### src/data_pkg.sv
package data_pkg;

    // ------------------------------
    // widths
    // ------------------------------
    localparam int unsigned OPERAND_W  = 16;              // one input operand
    localparam int unsigned SUM_W      = OPERAND_W + 1;   // sum plus carry
    localparam int unsigned SDIFF_W    = OPERAND_W + 1;   // a - b, two's complement
    localparam int unsigned ABSDIFF_W  = OPERAND_W;       // |a - b| always fits
    localparam int unsigned DIFF_RES_W = ABSDIFF_W + 1;   // magnitude + lt flag
    localparam int unsigned RESULT_W   = SUM_W + DIFF_RES_W;

    // ------------------------------
    // plain vector types
    // ------------------------------
    typedef logic [OPERAND_W-1:0] operand_t;
    typedef logic [SUM_W-1:0]     sum_t;
    typedef logic [SDIFF_W-1:0]   sdiff_t;     // msb is the sign
    typedef logic [ABSDIFF_W-1:0] absdiff_t;

    // input item, a in the upper half
    typedef struct packed {
        operand_t a;
        operand_t b;
    } pair_t;

    // diff lane output
    typedef struct packed {
        absdiff_t mag;   // |a - b|
        logic     lt;    // a < b
    } diff_res_t;

    // joined result, 34 bits
    typedef struct packed {
        sum_t     sum;
        absdiff_t mag;
        logic     lt;
    } result_t;

endpackage

### src/ctrl_pkg.sv
package ctrl_pkg;

    // spill cell control states
    typedef enum logic [2:0] {
        RESET,            // one idle cycle after reset or flush
        NO_DATA,          // both registers empty
        A_FULL,           // one item, held in A
        B_FULL,           // one item, held in B
        AB_FULL_SEL_A,    // both full, A is older
        AB_FULL_SEL_B     // both full, B is older
    } spill_state_t;

    // which fork outputs already took the current pair
    typedef struct packed {
        logic sum_taken;
        logic diff_taken;
    } fork_taken_t;

endpackage

### src/spill_cell_cu.sv
`timescale 1ns/1ps

module spill_cell_cu (
    input  logic clk_i,
    input  logic rst_n_i,
    input  logic flush_i,
    input  logic valid_i,     // upstream has data
    input  logic ready_i,     // downstream takes data
    output logic valid_o,
    output logic ready_o,
    output logic a_en_o,      // load register A
    output logic b_en_o,      // load register B (spill)
    output logic b_sel_o      // output mux, 1 = B
);

    import ctrl_pkg::*;

    spill_state_t state_q, state_d;

    // ------------------------------
    // next state
    // ------------------------------
    always_comb begin
        state_d = state_q;
        case (state_q)
            RESET: state_d = NO_DATA;
            NO_DATA: begin
                if (valid_i) state_d = A_FULL;   // first item goes to A
            end
            A_FULL: begin
                // new item lands in B, A may leave at the same edge
                if (valid_i) state_d = ready_i ? B_FULL : AB_FULL_SEL_A;
                else if (ready_i) state_d = NO_DATA;
            end
            B_FULL: begin
                if (valid_i) state_d = ready_i ? A_FULL : AB_FULL_SEL_B;
                else if (ready_i) state_d = NO_DATA;
            end
            AB_FULL_SEL_A: begin
                if (ready_i) state_d = B_FULL;   // A drained, B now the older one
            end
            AB_FULL_SEL_B: begin
                if (ready_i) state_d = A_FULL;
            end
            default: state_d = RESET;
        endcase
    end

    // ------------------------------
    // outputs, enables are mealy
    // ------------------------------
    always_comb begin
        valid_o = 1'b0;
        ready_o = 1'b0;
        a_en_o  = 1'b0;
        b_en_o  = 1'b0;
        b_sel_o = 1'b0;
        case (state_q)
            NO_DATA: begin
                ready_o = !flush_i;
                a_en_o  = valid_i;    // capture into A
            end
            A_FULL: begin
                valid_o = 1'b1;       // A on the output
                ready_o = !flush_i;
                b_en_o  = valid_i;    // next item to B
            end
            B_FULL: begin
                valid_o = 1'b1;
                ready_o = !flush_i;
                a_en_o  = valid_i;
                b_sel_o = 1'b1;
            end
            AB_FULL_SEL_A: begin
                valid_o = 1'b1;       // stalled, hold both
            end
            AB_FULL_SEL_B: begin
                valid_o = 1'b1;
                b_sel_o = 1'b1;
            end
            default: ;                // RESET: all low
        endcase
    end

    always_ff @(posedge clk_i or negedge rst_n_i) begin
        if (!rst_n_i) begin
            state_q <= RESET;
        end else if (flush_i) begin
            state_q <= RESET;         // sync flush drops both items
        end else begin
            state_q <= state_d;
        end
    end

    // a loaded register shows up as full, so A and B never load together
    a_load_a : assert property (@(posedge clk_i) disable iff (!rst_n_i)
        (a_en_o && !flush_i) |=> (state_q inside {A_FULL, AB_FULL_SEL_B}));

    b_load_a : assert property (@(posedge clk_i) disable iff (!rst_n_i)
        (b_en_o && !flush_i) |=> (state_q inside {B_FULL, AB_FULL_SEL_A}));

    // a cell that fills under a stall stops accepting
    full_stall_a : assert property (@(posedge clk_i) disable iff (!rst_n_i)
        (valid_o && !ready_i && valid_i && ready_o) |=> !ready_o);

endmodule

### src/spill_cell.sv
`timescale 1ns/1ps

module spill_cell #(
    parameter int unsigned DATA_W = 16
) (
    input  logic              clk_i,
    input  logic              rst_n_i,
    input  logic              flush_i,
    input  logic              valid_i,
    input  logic              ready_i,
    input  logic [DATA_W-1:0] data_i,
    output logic              valid_o,
    output logic              ready_o,
    output logic [DATA_W-1:0] data_o
);

    logic              a_en, b_en, b_sel;
    logic [DATA_W-1:0] a_q, b_q;     // main and spill registers

    spill_cell_cu u_cu (
        .clk_i   (clk_i),
        .rst_n_i (rst_n_i),
        .flush_i (flush_i),
        .valid_i (valid_i),
        .ready_i (ready_i),
        .valid_o (valid_o),
        .ready_o (ready_o),
        .a_en_o  (a_en),
        .b_en_o  (b_en),
        .b_sel_o (b_sel)
    );

    // payload only, occupancy lives in the cu
    always_ff @(posedge clk_i) begin
        if (a_en) a_q <= data_i;
        if (b_en) b_q <= data_i;
    end

    assign data_o = b_sel ? b_q : a_q;   // older item out

    // stalled item stays put until taken
    hold_a : assert property (@(posedge clk_i) disable iff (!rst_n_i)
        (valid_o && !ready_i && !flush_i) |=> (valid_o && $stable(data_o)));

endmodule

### src/elastic_fork.sv
`timescale 1ns/1ps

module elastic_fork (
    input  logic            clk_i,
    input  logic            rst_n_i,
    input  logic            flush_i,
    input  logic            valid_i,
    input  logic            sum_ready_i,
    input  logic            diff_ready_i,
    input  data_pkg::pair_t pair_i,
    output logic            ready_o,
    output logic            sum_valid_o,
    output logic            diff_valid_o,
    output data_pkg::pair_t pair_o
);

    import ctrl_pkg::*;

    fork_taken_t taken_q;
    logic        sum_done, diff_done;   // lane has it or takes it now

    // offer only to lanes still missing this pair
    assign sum_valid_o  = valid_i && !taken_q.sum_taken;
    assign diff_valid_o = valid_i && !taken_q.diff_taken;

    assign sum_done  = taken_q.sum_taken || sum_ready_i;
    assign diff_done = taken_q.diff_taken || diff_ready_i;
    assign ready_o   = sum_done && diff_done;    // last lane acks upstream
    assign pair_o    = pair_i;

    always_ff @(posedge clk_i or negedge rst_n_i) begin
        if (!rst_n_i) begin
            taken_q <= '0;
        end else if (flush_i || (valid_i && ready_o)) begin
            taken_q <= '0;                        // pair fully delivered
        end else begin
            taken_q.sum_taken  <= taken_q.sum_taken || (sum_valid_o && sum_ready_i);
            taken_q.diff_taken <= taken_q.diff_taken || (diff_valid_o && diff_ready_i);
        end
    end

    // both set means the input ack was missed
    taken_excl_a : assert property (@(posedge clk_i) disable iff (!rst_n_i)
        !(taken_q.sum_taken && taken_q.diff_taken));

endmodule

### src/sum_lane.sv
`timescale 1ns/1ps

module sum_lane (
    input  logic            clk_i,
    input  logic            rst_n_i,
    input  logic            flush_i,
    input  logic            valid_i,
    input  logic            ready_i,
    input  data_pkg::pair_t pair_i,
    output logic            ready_o,
    output logic            valid_o,
    output data_pkg::sum_t  sum_o
);

    import data_pkg::*;

    sum_t sum_d;

    assign sum_d = {1'b0, pair_i.a} + {1'b0, pair_i.b};   // carry kept in msb

    spill_cell #(.DATA_W(SUM_W)) u_sum_cell (
        .clk_i   (clk_i),
        .rst_n_i (rst_n_i),
        .flush_i (flush_i),
        .valid_i (valid_i),
        .ready_i (ready_i),
        .data_i  (sum_d),
        .valid_o (valid_o),
        .ready_o (ready_o),
        .data_o  (sum_o)
    );

endmodule

### src/diff_lane.sv
`timescale 1ns/1ps

module diff_lane (
    input  logic                clk_i,
    input  logic                rst_n_i,
    input  logic                flush_i,
    input  logic                valid_i,
    input  logic                ready_i,
    input  data_pkg::pair_t     pair_i,
    output logic                ready_o,
    output logic                valid_o,
    output data_pkg::diff_res_t diff_o
);

    import data_pkg::*;

    sdiff_t    sdiff_d, sdiff_q, sdiff_neg;
    logic      mid_valid, mid_ready;      // stage 1 to stage 2
    diff_res_t res_d;

    assign sdiff_d = {1'b0, pair_i.a} - {1'b0, pair_i.b};

    // ------------------------------
    // stage 1, signed difference
    // ------------------------------
    spill_cell #(.DATA_W(SDIFF_W)) u_sdiff_cell (
        .clk_i   (clk_i),
        .rst_n_i (rst_n_i),
        .flush_i (flush_i),
        .valid_i (valid_i),
        .ready_i (mid_ready),
        .data_i  (sdiff_d),
        .valid_o (mid_valid),
        .ready_o (ready_o),
        .data_o  (sdiff_q)
    );

    // ------------------------------
    // stage 2, sign and magnitude
    // ------------------------------
    assign sdiff_neg = '0 - sdiff_q;                 // b - a when negative
    assign res_d.lt  = sdiff_q[SDIFF_W-1];
    assign res_d.mag = res_d.lt ? sdiff_neg[ABSDIFF_W-1:0] : sdiff_q[ABSDIFF_W-1:0];

    spill_cell #(.DATA_W(DIFF_RES_W)) u_abs_cell (
        .clk_i   (clk_i),
        .rst_n_i (rst_n_i),
        .flush_i (flush_i),
        .valid_i (mid_valid),
        .ready_i (ready_i),
        .data_i  (res_d),
        .valid_o (valid_o),
        .ready_o (mid_ready),
        .data_o  (diff_o)
    );

endmodule

### src/result_join.sv
`timescale 1ns/1ps

module result_join (
    input  logic                clk_i,
    input  logic                rst_n_i,
    input  logic                flush_i,
    input  logic                sum_valid_i,
    input  logic                diff_valid_i,
    input  logic                ready_i,
    input  data_pkg::sum_t      sum_i,
    input  data_pkg::diff_res_t diff_i,
    output logic                sum_ready_o,
    output logic                diff_ready_o,
    output logic                valid_o,
    output data_pkg::result_t   result_o
);

    import data_pkg::*;

    logic    both_valid, cell_ready;
    result_t res_d;

    assign both_valid = sum_valid_i && diff_valid_i;   // wait for the slower lane

    // ack each lane only when the partner is there too
    assign sum_ready_o  = cell_ready && diff_valid_i;
    assign diff_ready_o = cell_ready && sum_valid_i;

    assign res_d = {sum_i, diff_i.mag, diff_i.lt};

    spill_cell #(.DATA_W(RESULT_W)) u_out_cell (
        .clk_i   (clk_i),
        .rst_n_i (rst_n_i),
        .flush_i (flush_i),
        .valid_i (both_valid),
        .ready_i (ready_i),
        .data_i  (res_d),
        .valid_o (valid_o),
        .ready_o (cell_ready),
        .data_o  (result_o)
    );

endmodule

### src/pair_stream_top.sv
`timescale 1ns/1ps

module pair_stream_top (
    input  logic              clk_i,
    input  logic              rst_n_i,
    input  logic              flush_i,
    input  logic              valid_i,
    input  logic              ready_i,
    input  data_pkg::pair_t   pair_i,
    output logic              ready_o,
    output logic              valid_o,
    output data_pkg::result_t result_o
);

    import data_pkg::*;

    pair_t     lane_pair;                   // fork copy for both lanes
    logic      fs_valid, fs_ready;          // fork to sum lane
    logic      fd_valid, fd_ready;          // fork to diff lane
    logic      sj_valid, sj_ready;          // sum lane to join
    logic      dj_valid, dj_ready;          // diff lane to join
    sum_t      sum_w;
    diff_res_t diff_w;

    elastic_fork u_fork (
        .clk_i        (clk_i),
        .rst_n_i      (rst_n_i),
        .flush_i      (flush_i),
        .valid_i      (valid_i),
        .sum_ready_i  (fs_ready),
        .diff_ready_i (fd_ready),
        .pair_i       (pair_i),
        .ready_o      (ready_o),
        .sum_valid_o  (fs_valid),
        .diff_valid_o (fd_valid),
        .pair_o       (lane_pair)
    );

    sum_lane u_sum (
        .clk_i   (clk_i),
        .rst_n_i (rst_n_i),
        .flush_i (flush_i),
        .valid_i (fs_valid),
        .ready_i (sj_ready),
        .pair_i  (lane_pair),
        .ready_o (fs_ready),
        .valid_o (sj_valid),
        .sum_o   (sum_w)
    );

    diff_lane u_diff (
        .clk_i   (clk_i),
        .rst_n_i (rst_n_i),
        .flush_i (flush_i),
        .valid_i (fd_valid),
        .ready_i (dj_ready),
        .pair_i  (lane_pair),
        .ready_o (fd_ready),
        .valid_o (dj_valid),
        .diff_o  (diff_w)
    );

    result_join u_join (
        .clk_i        (clk_i),
        .rst_n_i      (rst_n_i),
        .flush_i      (flush_i),
        .sum_valid_i  (sj_valid),
        .diff_valid_i (dj_valid),
        .ready_i      (ready_i),
        .sum_i        (sum_w),
        .diff_i       (diff_w),
        .sum_ready_o  (sj_ready),
        .diff_ready_o (dj_ready),
        .valid_o      (valid_o),
        .result_o     (result_o)
    );

endmodule

### config.mk
export PLATFORM = sky130hd
export DESIGN_NAME = pair_stream_top
export DESIGN_NICKNAME = d
export VERILOG_FILES = /design/src/data_pkg.sv /design/src/ctrl_pkg.sv /design/src/spill_cell_cu.sv /design/src/spill_cell.sv /design/src/elastic_fork.sv /design/src/sum_lane.sv /design/src/diff_lane.sv /design/src/result_join.sv /design/src/pair_stream_top.sv
export SDC_FILE = /design/constraint.sdc
export NUM_CORES = 1
export LEC_CHECK = 0
export ABC_CLOCK_PERIOD_IN_PS = 8300
export BUFFER_PORTS_ARGS = -buffer_cell sky130_fd_sc_hd__buf_2
export CORE_MARGIN = 2
export CORE_UTILIZATION = 65
export CTS_CLUSTER_SIZE = 12
export DETAILED_ROUTE_END_ITERATION = 7
export HOLD_SLACK_MARGIN = 0.06
export PLACE_DENSITY = 0.85
export REMOVE_ABC_BUFFERS = 1
export SLEW_MARGIN = 20
export SYNTH_ARGS = -nofsm -noshare
export SYNTH_HDL_FRONTEND = slang
export SYNTH_SLANG_ARGS = --single-unit
### constraint.sdc
create_clock -name clk_i -period 8.3 [get_ports clk_i]
set_input_delay 1.66 -clock clk_i [delete_from_list [all_inputs] [get_ports clk_i]]
set_output_delay 1.66 -clock clk_i [all_outputs]
set_load 0.02 [all_outputs]
==> results.yml, run 1 <==
synth:
  synth_flop_cell: "edfxtp_1"
  yosys_warnings: 0
  yosys.area.top_type: "edfxtp_1"
  synthArstFlopShare_pct: 7.61
  synth_top_area_share_pct: 53.0
  ys_top_cells_by_area: "edfxtp_1 53%, mux2_2 8.2%, ha_1 4.8%"
  synth.avg_cell_area_um2: 12.7
  synth_area_mm2: 0.00962
  ys_ff_latch: 184
  yosysSeqAreaShare_pct: 56.7
  synth_edf_count: 170
  synth_cells: 757
  yosys.cell_types.count: 73
sta:
  period_needed_ns: 4.17
  drv_slew: 0
  setup_viol: 0
  tightest_slew_ns: 1.06
  clock.fmax_mhz: 240
  fin_tns_setup_ns: 0
  worst_clock_skew_ns: 0.0102
  hold_viol_final: 0
  rsz0062_at_grt: "no"
  post-route-period-util_pct: 50.3
  max_slew_margin_pct: 29.3
power_and_ir_drop:
  swShare_pct: 27.4
  pwr-share-seq_pct: 48.6
  pwr-share-clk_pct: 32.6
  p_per_area_mw_per_mm2: 224
  cellLeakagePower_uw: 0.00409
  net-switching-power_uw: 661
  pwr-share-comb_pct: 18.7
  vdd_ir_drop_max_mv: 0.158
  cellInternalPower_uw: 1750
cts:
  clk_latency_ns: 0.43
  cts_buffers: 17
  clk_path_buf_depth: 2
  cts_tree: "built"
  cts.sinks: 184
  clk_pin_slew_worst_paths_ns: 0.07
  cts_max_level: 4
  clk_root_buffer_cell: "clkbuf_16"
  post_cts_buffers: 0
  hold_buffers: 0
  post_cts_resize_count: 0
worst_setup_path:
  setup.worst_path.start_class: "input port"
  worstPathCellList: "buf_2 > nor3_1 > nor2_1 > nor2_1 > buf_2"
  worstPathRequired_ns: 6.64
  cp_max_fo: 22
  r2r_start: "u_diff.u_sdiff_cell.u_cu.state_q[2]"
  slowest_delay_ns: 0.33
  cp.arrival_ns: 2.51
  critPathKind: "input port to primary output"
  worstSetupPathDepth: 5
  cp-end-kind: "primary output"
  critPathLaunch: "flush_i"
  cp.buffers_inverters: 2
  path_delay_family: "buffers and inverters"
  r2r_cells: 10
  slowest_stage: "buf_2"
min_path:
  holdCritPathClass: "flip-flop to flip-flop"
  min_from: "u_sum.u_sum_cell.a_q[15]"
  whs_path_depth: 1
final_layout:
  layoutNonFillerInstCount: 1018
  final_layout_size_suffix_gt1_share_pct: 23.7
  final_common_cell: "edfxtp_1"
  antenna_cells: 0
  area_delta_synth_final_pct: 11.7
  n_fill_cell: 938
  final_cell_mix: "170 x edfxtp_1, 72 x buf_2, 70 x mux2_2"
  finalNetCount: 898
global_routing:
  grt_max_degree: 35
  grt_usage_pct: 26.0
  overflow: 0
  antenna_found_initial: 0
  grt_pass1_wl_mm: 32.5
  grt_pass1_vias: 6521
outcome:
  status: "finished, final reports clean"
placed_design:
  dpl.cell_count: 985
  gp_congestion: 0.893
  port_buffers: 72
  dpl.hpwl_mm: 14.1
routing:
  highest_layer: "met4"
  wl_mm: 20.3
  drt_iter0_markers: 560
  routedWlPerCell_um: 19.9
  dr_wl_met3_mm: 1.28
  ant_nets: 0
  via_per_inst: 6.39
  routed-via-count: 6505
  drt_pre_antenna_iters: 7
  wl_met2_mm: 10.2
  wl_met1_mm: 8.44
  drc: 0
die:
  fp-row-count: 44
  die_x_um: 126
  dieArea_mm2: 0.0158
  core_mm2: 0.0145
  start_util_pct: 66.5
  ioPinCount: 73
  die_h_um: 126
run:
  maxCapViolations: 0
[cell type report]
type / instances / area [µm²] / share of cell area, %
multi-input cells: 499 / 3890 / 36.2
repair buffers: 80 / 453 / 4.21
clock inverters: 14 / 148 / 1.37
well taps: 184 / 230 / 2.14
clock buffers: 17 / 425 / 3.96
flip-flops and latches: 184 / 5460 / 50.7
inverters: 40 / 150 / 1.40
[power groups by stage]
stage,Clock [µW],Combinational [µW],Sequential (µW)
2_1_floorplan,0,323,1180
3_3_place_gp,0,414,1190
3_5_place_dp,0,440,1190
4_1_cts,795,445,1170
5_1_grt,835,493,1180
6_report,787,452,1170
[routing by layer]
layer  vias up  track usage, %
li1       2989               -
met1      3188            34.3
met2       297            44.1
met3        31            5.06
met4         0            8.50
met5         -               0
[logic make-up (layout without fill, tap and decap cells)]
group                    count (synthesis)  after routing  synth area share (%)
AND/OR/NAND/NOR                        189            189                  10.2
flip-flops                             184            184                  56.7
buffers and inverters                   74            151                  3.16
XOR/XNOR                                44             44                  4.20
AO/OA/AOI/OAI                          137            137                  10.2
multiplexers                            90             90                  10.3
adder cells (fa/ha/maj)                 39             39                  5.23
[worst paths after layout]
| path | to | slack, ns |
|---|---|---|
| worst max-delay path | ready_o | 4.13 |
| worst min-delay path | u_join.u_out_cell.a_q[32] | 0.57 |
| worst max register to register | u_diff.u_abs_cell.b_q[15] | 4.73 |
| worst min register to register | u_join.u_out_cell.a_q[32] | 0.57 |
| max in group asynchronous | u_diff.u_abs_cell.u_cu.state_q[0] | 6.92 |
| min in group asynchronous | u_sum.u_sum_cell.u_cu.state_q[1] | 1.13 |
[Yosys cell counts, types with 4 or more instances]
cell,instances
buf_4,4
o311ai_0,5
mux2_2,70
nand2_1,20
xor2_1,11
nand3_1,14
xnor2_1,32
nor2_1,52
clkbuf_1,19
or3_1,4
a21oi_1,34
ha_1,37
a22oi_1,5
a211oi_1,9
edfxtp_1,170
o21a_1,7
nor2b_1,11
dfrtp_1,14
nor4_1,9
o21ai_0,15
a21boi_0,4
a21o_1,8
nand4_1,7
inv_1,38
nor3_1,34
o21bai_1,6
buf_2,9
and3_1,4
nand2b_1,11
o22a_1,4
and2_1,4
or4_1,4
o31ai_1,6
mux2i_1,20
[state kept, by name, indices dropped and copies added, names as in the netlist]
name	flops
u_join.u_out_cell.a_q	34
u_join.u_out_cell.b_q	34
u_diff.u_abs_cell.a_q	17
u_diff.u_abs_cell.b_q	17
u_diff.u_sdiff_cell.a_q	17
u_diff.u_sdiff_cell.b_q	17
u_sum.u_sum_cell.a_q	17
u_sum.u_sum_cell.b_q	17
u_diff.u_abs_cell.u_cu.state_q	3
u_diff.u_sdiff_cell.u_cu.state_q	3
u_join.u_out_cell.u_cu.state_q	3
u_sum.u_sum_cell.u_cu.state_q	3
u_fork.taken_q	2
[worst register-to-register path, stage by stage (launching register included)]
cell	delay [ns]
dfrtp_1	0.56
xor2_1	0.25
nand2_1	0.09
buf_4	0.32
mux2i_1	0.33
ha_1	0.31
or4b_1	0.52
nor4_1	0.52
nand3_1	0.14
nand3_1	0.13
xor2_1	0.21
[stage by stage]
stage	power [µW]	setup WS, ns	utilization, %	cell area, µm²	hold slack, ns
after detailed placement	1630	4.14	70.0	10100	0.556
after floorplan	1500	4.41	-	9470	0.537
after global placement	1600	4.16	70.0	10100	0.540
after CTS	2410	4.13	73.9	10700	0.573
after global routing	2500	4.03	74.3	10800	0.577
final	2410	4.13	74.3	10800	0.570
(Power assumes the default switching activity.)
==> run 2, diff against run 1 <==
--- a/config.mk
+++ b/config.mk
@@ -5,14 +5,14 @@
 export SDC_FILE = /design/constraint.sdc
 export NUM_CORES = 1
 export LEC_CHECK = 0
-export ABC_CLOCK_PERIOD_IN_PS = 8300
+export ABC_CLOCK_PERIOD_IN_PS = 4400
 export BUFFER_PORTS_ARGS = -buffer_cell sky130_fd_sc_hd__buf_2
 export CORE_MARGIN = 2
-export CORE_UTILIZATION = 65
+export CORE_UTILIZATION = 61
 export CTS_CLUSTER_SIZE = 12
 export DETAILED_ROUTE_END_ITERATION = 7
 export HOLD_SLACK_MARGIN = 0.06
-export PLACE_DENSITY = 0.85
+export PLACE_DENSITY = 0.81
 export REMOVE_ABC_BUFFERS = 1
 export SLEW_MARGIN = 20
 export SYNTH_ARGS = -nofsm -noshare
==> constraint.sdc (replaced) <==
create_clock -name clk_i -period 4.4 [get_ports clk_i]
set_input_delay 0.88 -clock clk_i [delete_from_list [all_inputs] [get_ports clk_i]]
set_output_delay 0.88 -clock clk_i [all_outputs]
set_load 0.02 [all_outputs]
==> results.yml, run 2 (same netlist as run 1, synthesis figures left out) <==
routing:
  via_per_inst: 6.13
  drc: 0
  drt_iter0_markers: 518
  ant_nets: 0
  routedWlPerCell_um: 19.2
  routed-via-count: 6415
  drt_pre_antenna_iters: 6
  wl_mm: 20.1
run:
  maxCapViolations: 0
sta:
  fin_tns_setup_ns: 0
  fin_ws_ns: 1.08
  hold_viol_final: 0
  rsz0062_at_grt: "no"
  drv_slew: 0
  period_needed_ns: 3.32
  max_slew_margin_pct: 36.1
  clock.fmax_mhz: 301
  tightest_slew_ns: 0.959
  post-route-period-util_pct: 75.4
  setup_viol: 0
  worst_clock_skew_ns: 0.00782
power_and_ir_drop:
  cellInternalPower_uw: 3210
  cellLeakagePower_uw: 0.00409
  pwr-share-comb_pct: 18.8
  p_per_area_mw_per_mm2: 416
  net-switching-power_uw: 1280
  vdd_ir_drop_max_mv: 0.305
  totalPowerFinal_uw: 4480
  swShare_pct: 28.5
  pwr-share-seq_pct: 49.3
  pwr-share-clk_pct: 31.9
cts:
  cts.sinks: 184
  clk_latency_ns: 0.43
  cts_buffers: 17
  clk_path_buf_depth: 2
  clk_pin_slew_worst_paths_ns: 0.07
  clk_root_buffer_cell: "clkbuf_16"
  post_cts_buffers: 0
  cts_max_level: 4
  cts_tree: "built"
  hold_buffers: 0
  post_cts_resize_count: 0
final_layout:
  final_layout_size_suffix_gt1_share_pct: 24.0
  post-route-util_pct: 70.4
  top_regs: "u_join.u_out_cell.a_q (34), u_join.u_out_cell.b_q (34)"
  final_common_cell: "edfxtp_1"
  finalNetCount: 899
  final_cell_mix: "170 x edfxtp_1, 72 x buf_2, 70 x mux2_2"
  antenna_cells: 0
  area_delta_synth_final_pct: 12.0
  finalInstanceArea_mm2: 0.0108
worst_setup_path:
  setup.worst_path.start_class: "flip-flop"
  cp-end-kind: "flip-flop"
  worstPathRequired_ns: 4.66
  cp.arrival_ns: 3.58
  critPathKind: "flip-flop to flip-flop"
  cp_max_fo: 11
placed_design:
  dp_worst_setup_slack_ns: 1.04
  dpl.hpwl_mm: 14.3
  place_area_mm2: 0.0102
  gp_congestion: 0.937
  port_buffers: 72
global_routing:
  grt_max_degree: 35
  overflow: 0
  grt_pass1_vias: 6124
  grt_usage_pct: 24.5
  antenna_found_initial: 0
  grt_pass1_wl_mm: 31.2
die:
  fp-row-count: 45
  start_util_pct: 62.8
  die_x_um: 130
  ioPinCount: 73
  dieArea_mm2: 0.0168
  die_h_um: 130
  core_mm2: 0.0153
min_path:
  holdCritPathClass: "input port to async pin"
outcome:
  status: "finished, final reports clean"
[run 2: worst max-delay path, cell delays in order, from the launching register on]
cell     delay (ns)
dfrtp_1        0.64
xor2_1         0.22
nand2_1        0.26
mux2i_1        0.28
ha_1           0.33
or4b_1         0.51
nor4_1         0.46
nand3_1        0.14
nand3_1        0.12
xor2_1         0.18
[run 2: metal layers]
layer	up-vias	share of wire, %	track usage, %
li1	2996	-	-
met1	3164	42	32.5
met2	227	51	41.6
met3	28	5.0	4.34
met4	0	1.8	7.34
met5	-	0	0
[run 2: area by class of cell]
cell class | instances | area, µm²
clock inverter | 15 | 136
inverter | 40 | 150
fill | 1086 | 4530
tap | 211 | 264
multi-input combinational | 499 | 3890
clock buffer | 17 | 425
sequential | 184 | 5460
timing repair buffer | 81 | 460
[run 2: final timing paths]
kind	startpoint	end	slack, ns	depth (start not counted)
max	u_diff.u_sdiff_cell.u_cu.state_q[2]	u_diff.u_abs_cell.a_q[15]	1.08	9
min	rst_n_i	u_fork.taken_q[1]	0.34	1
max reg2reg	u_diff.u_sdiff_cell.u_cu.state_q[2]	u_diff.u_abs_cell.a_q[15]	1.08	9
min reg2reg	u_diff.u_abs_cell.a_q[14]	u_join.u_out_cell.a_q[14]	0.57	1
max in group asynchronous	rst_n_i	u_diff.u_abs_cell.u_cu.state_q[2]	3.81	1
min in group clk_i	u_diff.u_abs_cell.a_q[14]	u_join.u_out_cell.a_q[14]	0.57	1
[run 2: power groups by stage]
stage	clock (µW)	combinational (µW)	sequential (µW)
global placement	0	793	2240
detailed placement	0	828	2250
finish	1430	843	2210
global route	1520	920	2220
floorplan	0	609	2220
CTS	1460	835	2210
[run 2: stage by stage]
step / hold WS, ns / cells
finish: 0.341 / 1047
global route: 0.349 / 1047
global placement: 0.539 / 1013
floorplan: 0.537 / 723
CTS: 0.332 / 1045
detailed placement: 0.549 / 1013
